## config.mk

```make
export PLATFORM = sky130hd
export DESIGN_NAME = bip_cpu
export DESIGN_NICKNAME = d
export VERILOG_FILES = /design/src/bip_pkg.sv /design/src/bip_cpu.sv /design/src/bip_datapath.sv /design/src/bip_control.sv
export SDC_FILE = /design/constraint.sdc
export NUM_CORES = 1
export LEC_CHECK = 0
export BUFFER_PORTS_ARGS = -buffer_cell sky130_fd_sc_hd__buf_2
export CAP_MARGIN = 20
export CORE_MARGIN = 1.5
export CORE_UTILIZATION = 40
export CTS_CLUSTER_DIAMETER = 200
export CTS_CLUSTER_SIZE = 40
export DETAILED_ROUTE_END_ITERATION = 6
export GPL_TIMING_DRIVEN = 0
export SYNTH_ARGS = -nofsm -noshare
export SYNTH_HDL_FRONTEND = slang
export SYNTH_SLANG_ARGS = --single-unit
```

## constraint.sdc

```tcl
create_clock -name i_clk -period 3.5 [get_ports i_clk]
set_input_delay 0.175 -clock i_clk [delete_from_list [all_inputs] [get_ports i_clk]]
set_output_delay 0.175 -clock i_clk [all_outputs]
set_load 0.1 [all_outputs]
```

## src/bip_pkg.sv

```systemverilog
`default_nettype none

package bip_pkg;

   localparam int data_width    = 16;
   localparam int ins_depth     = 2048;
   localparam int data_depth    = 2048;
   localparam int ram_depth     = 1024;  // lower half of the data space
   localparam int operand_width = 11;
   localparam int opcode_width  = 5;

   localparam int ins_addr_width   = $clog2(ins_depth);
   localparam int data_addr_width  = $clog2(data_depth);
   localparam int perif_addr_width = $clog2(ram_depth);

   // data address bit that picks the peripheral window
   localparam int perif_sel_bit = perif_addr_width;

   typedef logic [data_width-1:0]       data_word_t;
   typedef logic [ins_addr_width-1:0]   ins_addr_t;
   typedef logic [data_addr_width-1:0]  data_addr_t;
   typedef logic [perif_addr_width-1:0] perif_addr_t;
   typedef logic [operand_width-1:0]    operand_t;

   // unlisted codes decode as op_hlt
   typedef enum logic [opcode_width-1:0] {
      op_hlt  = 5'd0,
      op_sto  = 5'd1,
      op_ld   = 5'd2,
      op_ldi  = 5'd3,
      op_add  = 5'd4,
      op_addi = 5'd5,
      op_sub  = 5'd6,
      op_subi = 5'd7
   } opcode_t;

   typedef enum logic {
      st_run,
      st_halt
   } cpu_state_t;

endpackage

`default_nettype wire
```

## src/bip_cpu.sv

```systemverilog
`timescale 1ns/100ps
`default_nettype none

module bip_cpu (
   input  wire                      i_clk,
   input  wire                      i_reset,
   input  wire                      i_prog_mode,
   input  wire bip_pkg::data_word_t i_instruction,
   input  wire bip_pkg::data_word_t i_data_mem,
   output bip_pkg::ins_addr_t       o_addr_ins,
   output logic                     o_halted,
   output bip_pkg::data_addr_t      o_addr_data,
   output bip_pkg::data_word_t      o_data,
   output logic                     o_wr,
   output logic                     o_rd
);

   import bip_pkg::*;

   operand_t operand;
   logic     sel_imm;
   logic     sel_mem;
   logic     acc_we;
   logic     sub;

   bip_control u_control (
      .i_clk         (i_clk),
      .i_reset       (i_reset),
      .i_prog_mode   (i_prog_mode),
      .i_instruction (i_instruction),
      .o_pc          (o_addr_ins),
      .o_halted      (o_halted),
      .o_operand     (operand),
      .o_sel_imm     (sel_imm),
      .o_sel_mem     (sel_mem),
      .o_acc_we      (acc_we),
      .o_sub         (sub),
      .o_wr          (o_wr),
      .o_rd          (o_rd)
   );

   bip_datapath u_datapath (
      .i_clk       (i_clk),
      .i_reset     (i_reset),
      .i_operand   (operand),
      .i_sel_imm   (sel_imm),
      .i_sel_mem   (sel_mem),
      .i_acc_we    (acc_we),
      .i_sub       (sub),
      .i_mem_data  (i_data_mem),
      .o_acc       (o_data),  // accumulator is the store data
      .o_addr_data (o_addr_data)
   );

endmodule

`default_nettype wire

```

## src/bip_datapath.sv

```systemverilog
`timescale 1ns/100ps
`default_nettype none

module bip_datapath (
   input  wire                      i_clk,
   input  wire                      i_reset,
   input  wire bip_pkg::operand_t   i_operand,
   input  wire                      i_sel_imm,
   input  wire                      i_sel_mem,
   input  wire                      i_acc_we,
   input  wire                      i_sub,
   input  wire bip_pkg::data_word_t i_mem_data,
   output bip_pkg::data_word_t      o_acc,
   output bip_pkg::data_addr_t      o_addr_data
);

   import bip_pkg::*;

   data_word_t acc;
   data_word_t imm_ext;
   data_word_t operand_word;
   data_word_t alu_out;
   data_word_t acc_next;

   // 11-bit signed immediate to full word
   assign imm_ext = {{(data_width-operand_width){i_operand[operand_width-1]}}, i_operand};

   // direct addressing, the operand is the address
   assign o_addr_data = i_operand;

   assign operand_word = i_sel_imm ? imm_ext : i_mem_data;

   // wraps mod 2^16
   always_comb begin
      if (i_sub) begin
         alu_out = acc - operand_word;
      end else begin
         alu_out = acc + operand_word;
      end
   end

   // loads bypass the adder
   assign acc_next = i_sel_mem ? operand_word : alu_out;

   always_ff @(posedge i_clk) begin
      if (i_reset) begin
         acc <= '0;
      end else if (i_acc_we) begin
         acc <= acc_next;
      end
   end

   assign o_acc = acc;  // also the store data

endmodule

`default_nettype wire

```

## src/bip_control.sv

```systemverilog
`timescale 1ns/100ps
`default_nettype none

module bip_control (
   input  wire                      i_clk,
   input  wire                      i_reset,
   input  wire                      i_prog_mode,
   input  wire bip_pkg::data_word_t i_instruction,
   output bip_pkg::ins_addr_t       o_pc,
   output logic                     o_halted,
   output bip_pkg::operand_t        o_operand,
   output logic                     o_sel_imm,
   output logic                     o_sel_mem,
   output logic                     o_acc_we,
   output logic                     o_sub,
   output logic                     o_wr,
   output logic                     o_rd
);

   import bip_pkg::*;

   cpu_state_t state;
   ins_addr_t  pc;
   opcode_t    opcode;
   logic       run;       // core is allowed to execute this cycle
   logic       halt_op;
   logic       acc_we_op;
   logic       wr_op;
   logic       rd_op;

   assign opcode    = opcode_t'(i_instruction[data_width-1 -: opcode_width]);
   assign o_operand = i_instruction[operand_width-1:0];
   assign run       = (state == st_run) && !i_prog_mode;

   always_comb begin
      halt_op   = 1'b0;
      acc_we_op = 1'b0;
      wr_op     = 1'b0;
      rd_op     = 1'b0;
      o_sel_imm = 1'b0;  // operand from memory word
      o_sel_mem = 1'b0;  // acc from adder
      o_sub     = 1'b0;
      case (opcode)
         op_sto: wr_op = 1'b1;
         op_ld: begin
            rd_op     = 1'b1;
            o_sel_mem = 1'b1;
            acc_we_op = 1'b1;
         end
         op_ldi: begin
            o_sel_imm = 1'b1;
            o_sel_mem = 1'b1;
            acc_we_op = 1'b1;
         end
         op_add: begin
            rd_op     = 1'b1;
            acc_we_op = 1'b1;
         end
         op_addi: begin
            o_sel_imm = 1'b1;
            acc_we_op = 1'b1;
         end
         op_sub: begin
            rd_op     = 1'b1;
            o_sub     = 1'b1;
            acc_we_op = 1'b1;
         end
         op_subi: begin
            o_sel_imm = 1'b1;
            o_sub     = 1'b1;
            acc_we_op = 1'b1;
         end
         default: halt_op = 1'b1;  // HLT and unused codes
      endcase
   end

   // no side effects while halted or loading
   assign o_acc_we = run && acc_we_op;
   assign o_wr     = run && wr_op;
   assign o_rd     = run && rd_op;

   always_ff @(posedge i_clk) begin
      if (i_reset || i_prog_mode) begin
         pc    <= '0;
         state <= st_run;
      end else if (state == st_run) begin
         if (halt_op) begin
            state <= st_halt;  // pc stays on the HLT word
         end else begin
            pc <= pc + ins_addr_t'(1);
         end
      end
   end

   assign o_pc     = pc;
   assign o_halted = (state == st_halt);

   a_pc_frozen_in_halt : assert property (
      @(posedge i_clk) disable iff (i_reset)
      (state == st_halt && !i_prog_mode) |=> (pc == $past(pc))
   );

endmodule

`default_nettype wire

```

Word-level counts from Yosys, hierarchy flattened
Index checks and enable logic that the tools add are counted.
Word-level totals
  output and inout bits: 41
  register bits after elaboration: 28
  bits of input ports: 35
  logic and storage cells: 38
Operators by class
  reduce and logical (&&, ||, !) cells: 13
  bitwise operators: 1
  eq/ne operators: 7
  mux-type cells: 11
  add/subtract/negate cells: 3
Operators with widths (count)
  $mux 16: 3
  $eq 5x3->1 const B: 4
  $add 16x16->16: 1
  $sub 16x16->16: 1
  $add 11x1->11 const B: 1
  $eq 5x2->1 const B: 2
  $mux 1: 8
  $reduce_or 7->1: 1
  $reduce_or 3->1: 2
  $reduce_or 6->1: 1
  $eq 5x1->1 const B: 1
  $logic_and 1x1->1: 4
  $reduce_or 2->1: 2
  $reduce_and 2->1: 1
  $logic_not 1->1: 1
  $logic_or 1x1->1: 1
  $not 1->1: 1

Depth between registers and ports, before layout
  word-level depth: 7
  gate-level depth with buffers: 18
  depth with buffers taken out: 15

Modules after synthesis
Synthesis repeated with hierarchy kept, for this count alone.
Second synthesis, totals
  cells, all modules: 379
  area, all modules: 2841.5 sq um
Modules (own cells, without submodules)
  bip_datapath: times used 1, area an instance 2150.8 sq um, cells each 293, seq. area each 320.3 sq um
  bip_control: times used 1, area an instance 690.7 sq um, cells each 86, seq. area each 240.2 sq um

Least setup slack after synthesis
OpenSTA, ideal clock, no wires.
  path kind: input to register
  from: in i_instruction[12]
  to: reg u_datapath.acc[14], in the netlist u_datapath.o_acc[14]
  path buffers: 2
  arrival time: 3.145 ns
  slack: 0.240 ns
  stages on the path: 15
  data required time: 3.386 ns
  library setup time: 0.114 ns
  cell sequence: or2_1 > nand3_2 > buf_4 > buf_4 > mux2i_1 > nor2_1 > xor2_1 > fa_1 > a21o_1 > a21oi_1 > o21bai_1 > a21o_1 > o31ai_1 > xor2_1 > a2111oi_0
Between the ends
  longest elaborated chain between the ends: 7
  elaborated cells on any way between the ends: 20
  those cells by class: add/sub: 2; eq/ne: 6; mux: 7; reduce/logical: 5
RTL lines
  start, declared: line bip_cpu.sv:8  | input wire bip_pkg::data_word_t i_instruction,
  $eq 5x2->1 or $eq 5x3->1 (tied branches): line bip_control.sv:43  | case (opcode)
  $reduce_or 3->1 (no source line)
  $mux 1: line bip_control.sv:43
  $mux 16: line bip_datapath.sv:31  | assign operand_word = i_sel_imm ? imm_ext : i_mem_data;
  $add 16x16->16 or $sub 16x16->16 (tied branches): line bip_datapath.sv:38, bip_datapath.sv:36
  $mux 16: line bip_datapath.sv:35  | if (i_sub) begin
  $mux 16: line bip_datapath.sv:43  | assign acc_next = i_sel_mem ? operand_word : alu_out;
  end signal, assigned: line bip_datapath.sv:49  | acc <= acc_next;
  end, declared: line bip_datapath.sv:19  | data_word_t acc;
Several ways; a longest one is shown, not always the timed one.
A chain may end at the register's enable or synchronous reset.

Final worst setup path
Same ends and word-level chain as after synthesis.

==> out/summary.log <==
INFO  placement      dpl-instance-area=0.00319mm²
INFO  timing         setup_viol_count_final=0
INFO  yosys          synth_area_per_cell=7.80µm²
INFO  cts            cts_root_buf=sky130_fd_sc_hd__clkbuf_8
INFO  power          internal_power=560µW
INFO  cells_and_area finalInstanceArea=0.00326mm²
INFO  timing         final_hold_viol_count=0
INFO  global_routing grt_pass1_wl=12.7mm
INFO  cts            insertion_delay=0.28ns
INFO  yosys          post_synth_edffs=0
INFO  die            die-height=85.5µm
INFO  cells_and_area fill_cells=649
INFO  cells_and_area diodes=0
INFO  placement      globalplace.congestion=0.922
INFO  worst_setup_path timing.critical_path.fanout_max=19
INFO  power          power_per_cell_area=298mW/mm²
INFO  timing         fin_ws=0.163ns
INFO  status         run_status=finished with violations
INFO  die            die_width=85.5µm
INFO  yosys          mappedNetlistArea=0.00272mm²
INFO  drt            via_count=2,830
INFO  cells_and_area num-nets-final=479
INFO  cts            clock_tree.buffer_depth=2
INFO  global_routing grt_start_max_net_pins=20
INFO  cts            post_cts_resize_count=2
INFO  worst_setup_path start_kind=input pin
INFO  cts            clk_pin_slew=0.10ns
INFO  global_routing grt_antenna_before_repair=0
INFO  drt            ant_nets_after_route=0
INFO  cells_and_area drive_gt1_frac=0.270
INFO  yosys          yosysWarningCount=0
INFO  status         failing_checks=design-rule violations
INFO  cts            cts_buffers=3
INFO  power          total_switching_power=412µW
INFO  timing         skew=0.0118ns
INFO  placement      dp_hpwl=6.25mm
INFO  flow_run       max_cap_viol_count=0
INFO  die            floorplan.core_area=0.00646mm²
INFO  yosys          ys_ff_latch=28
INFO  timing         min_period=3.34ns
INFO  yosys          syn-instance-count=349
INFO  cts            cts_hold_repair.buffers=0
INFO  worst_setup_path criticalPathCategory=input pin to flop
INFO  die            design.portCount=76
INFO  drt            route.final.wire_length=7.84mm
INFO  die            initial_core_util=0.422
INFO  power          leakage=1.52nW
INFO  drt            routedWlPerCell=15.6µm
INFO  power          overall_power=972µW
INFO  hold_path      min_path_type=input pin to flop
INFO  timing         fin_worst_hold_slack=0.177ns
INFO  yosys          dominantRegCellSynth=sky130_fd_sc_hd__dfxtp_1
INFO  power          swShare=0.424
INFO  worst_setup_path endpoint_required_time_on_the_critical_path=3.67ns
INFO  cts            cts_sinks=28
INFO  yosys          post_synth_net_total=401
INFO  power          power.combinational.fraction=0.431
INFO  worst_setup_path worstPathCellList=buf_2 -> or2_1 -> nand3_2 -> buf_8 -> mux2i_2 -> nor2_1 -> xor2_1 -> fa_1 -> a21o_1 -> a21oi_2 -> o21bai_1 -> a21o_1 -> o31ai_2 -> xor2_1 -> a2111oi_0
INFO  drt            detail_route.vias_per_cell=5.63
INFO  drt            dr.first_iter.drc_count=144
INFO  cts            htreeDepth=1
INFO  global_routing grt_pass1_vias=2,589
INFO  cells_and_area area_of_the_multi_input_gates=0.00199mm²
INFO  power          clock_power_share=0.223
INFO  placement      dpl_worst_slack=-0.425ns
INFO  die            dieArea=0.00731mm²
INFO  worst_setup_path nature_of_the_critical_path_endpoint=flop
INFO  worst_setup_path cpPeakStageDelay=0.45ns
INFO  yosys          yosysUniqueCellTypes=58
INFO  timing         period_share=0.953
INFO  die            num_rows=29
INFO  placement      dp_cells=500
INFO  timing         fmax=300MHz
INFO  power          seq_power_share=0.346
INFO  timing         final-max-slew-violation-count=0
INFO  cells_and_area ff_latch_area=561µm²
INFO  cells_and_area final_cell_mix=78 x sky130_fd_sc_hd__buf_2, 37 x sky130_fd_sc_hd__nor2_1, 30 x sky130_fd_sc_hd__nand2_1
INFO  global_routing grt_overflow_total=0
INFO  drt            drt_drc_violations_left=8
INFO  cells_and_area area.growth.synth_to_final=19.8%
INFO  yosys          ys_seq_area_frac=0.206
INFO  cells_and_area layout.core_utilization=0.505
INFO  cts            cts_setup_buffers=0
INFO  timing         max-slew-margin-rel=0.569
INFO  yosys          postSynth.asyncResetShare=0
INFO  worst_setup_path timing.critical_path.slowest_stage_cell=sky130_fd_sc_hd__fa_1
INFO  placement      count_of_buffers_inserted_at_the_top_level_ports=74
INFO  timing         post_route_setup_tns=0ns
INFO  timing         unrepaired_setup_endpoints_after_global_routing=false
INFO  timing         tightestPinTransition=0.643ns
INFO  cells_and_area layout_commonest_cell=sky130_fd_sc_hd__buf_2
INFO  cells_and_area final_cell_count_no_fill=503
INFO  drt            detail_route.first_pass.iterations=6
INFO  worst_setup_path timing.critical_path.arrival=3.50ns
INFO  global_routing globalRouteTotalUtil=0.213
INFO  power          vdd.ir_drop.worst=0.000188V
INFO  cts            cts_tree=done
logic make-up (layout without fill, tap and decap cells):
kind of cell | count (synthesis) | after routing | share of synthesized area
AO/OA/AOI/OAI | 95 | 95 | 0.231
XOR/XNOR | 34 | 34 | 0.109
adder cells (fa/ha/maj) | 17 | 17 | 0.0809
buffers and inverters | 35 | 112 | 0.0680
flip-flops | 28 | 28 | 0.206
multiplexers | 16 | 16 | 0.0611
AND/OR/NAND/NOR | 124 | 124 | 0.244
critical path, delay by kind of cell:
kind                       cells  cell delay (ns)
buffers and inverters          2             0.34
adders and majority gates      1             0.45
and+or+nand+nor                3             0.54
muxes                          1             0.28
AOI/OAI and AO/OA              6             1.43
xor gates and xnor gates       2             0.27
synthesized netlist by cell type (2+ instances only):
cell type / instances / area [µm²]
sky130_fd_sc_hd__or3_1: 6 / 37.5
sky130_fd_sc_hd__nand4_1: 5 / 31.3
sky130_fd_sc_hd__nand2b_1: 2 / 12.5
sky130_fd_sc_hd__clkbuf_1: 8 / 30.0
sky130_fd_sc_hd__xnor2_1: 16 / 140
sky130_fd_sc_hd__o211ai_1: 7 / 52.6
sky130_fd_sc_hd__mux2i_1: 13 / 130
sky130_fd_sc_hd__nor2_1: 37 / 139
sky130_fd_sc_hd__a31oi_1: 4 / 25.0
sky130_fd_sc_hd__a21o_1: 8 / 60.1
sky130_fd_sc_hd__a211oi_1: 7 / 52.6
sky130_fd_sc_hd__inv_1: 10 / 37.5
sky130_fd_sc_hd__a21oi_2: 2 / 17.5
sky130_fd_sc_hd__o21a_1: 2 / 15.0
sky130_fd_sc_hd__nand3_1: 5 / 25.0
sky130_fd_sc_hd__o31ai_1: 2 / 15.0
sky130_fd_sc_hd__xor2_1: 18 / 158
sky130_fd_sc_hd__nor4_1: 4 / 25.0
sky130_fd_sc_hd__and3_1: 6 / 37.5
sky130_fd_sc_hd__or2_2: 2 / 12.5
sky130_fd_sc_hd__nor3_2: 2 / 20.0
sky130_fd_sc_hd__ha_1: 16 / 200
sky130_fd_sc_hd__a2111oi_0: 2 / 17.5
sky130_fd_sc_hd__o21ai_0: 20 / 100
sky130_fd_sc_hd__a311o_1: 2 / 20.0
sky130_fd_sc_hd__dfxtp_1: 28 / 561
sky130_fd_sc_hd__buf_4: 13 / 97.6
sky130_fd_sc_hd__nand2_1: 30 / 113
sky130_fd_sc_hd__a21oi_1: 27 / 135
sky130_fd_sc_hd__or4_4: 2 / 22.5
sky130_fd_sc_hd__nor4_4: 3 / 63.8
sky130_fd_sc_hd__nor3_1: 11 / 55.1
sky130_fd_sc_hd__buf_2: 4 / 20.0
routing by layer:
| metal | track usage | vias up | routed length (µm) | part of all wire |
|---|---|---|---|---|
| met5 | 0 | - | 0 | 0 |
| met4 | 0.0469 | 0 | 95 | 0.012 |
| met3 | 0.0221 | 9 | 422 | 0.054 |
| met2 | 0.337 | 92 | 3460 | 0.44 |
| met1 | 0.311 | 1315 | 3860 | 0.49 |
| li1 | - | 1414 | - | - |
path summary, 6_finish.rpt:
check | end | cells after the start | slack, ns | startpoint
setup reg to reg | u_datapath.o_acc[14] | 11 | 0.84 | u_datapath.o_acc[0]
hold / removal | u_control.o_pc[5] | 3 | 0.18 | i_prog_mode
setup / recovery | u_datapath.o_acc[14] | 15 | 0.16 | i_instruction[12]
hold reg to reg | u_datapath.o_acc[0] | 2 | 0.48 | u_datapath.o_acc[0]
power groups by stage:
stage	Sequential [mW]	Clock [mW]	Combinational, mW
after global routing	0.338	0.232	0.453
final	0.336	0.217	0.419
after CTS	0.336	0.222	0.415
after detailed placement	0.344	0	0.413
after global placement	0.344	0	0.410
after floorplan	0.411	0	0.253
state kept, by name, summed over array words and instances (netlist names):
name	cells
u_control.o_pc	11
u_control.o_halted	1
u_datapath.o_acc	16
area by class of cell:
cell class                 count  share of cell area
buffer                        24              0.0453
clock buffer                   4              0.0169
inverter                      10              0.0115
multi-input combinational    286               0.611
sequential                    28               0.172
tap                           77              0.0295
timing repair buffer          74               0.114
No activity file was read; power rests on OpenSTA's default activity.
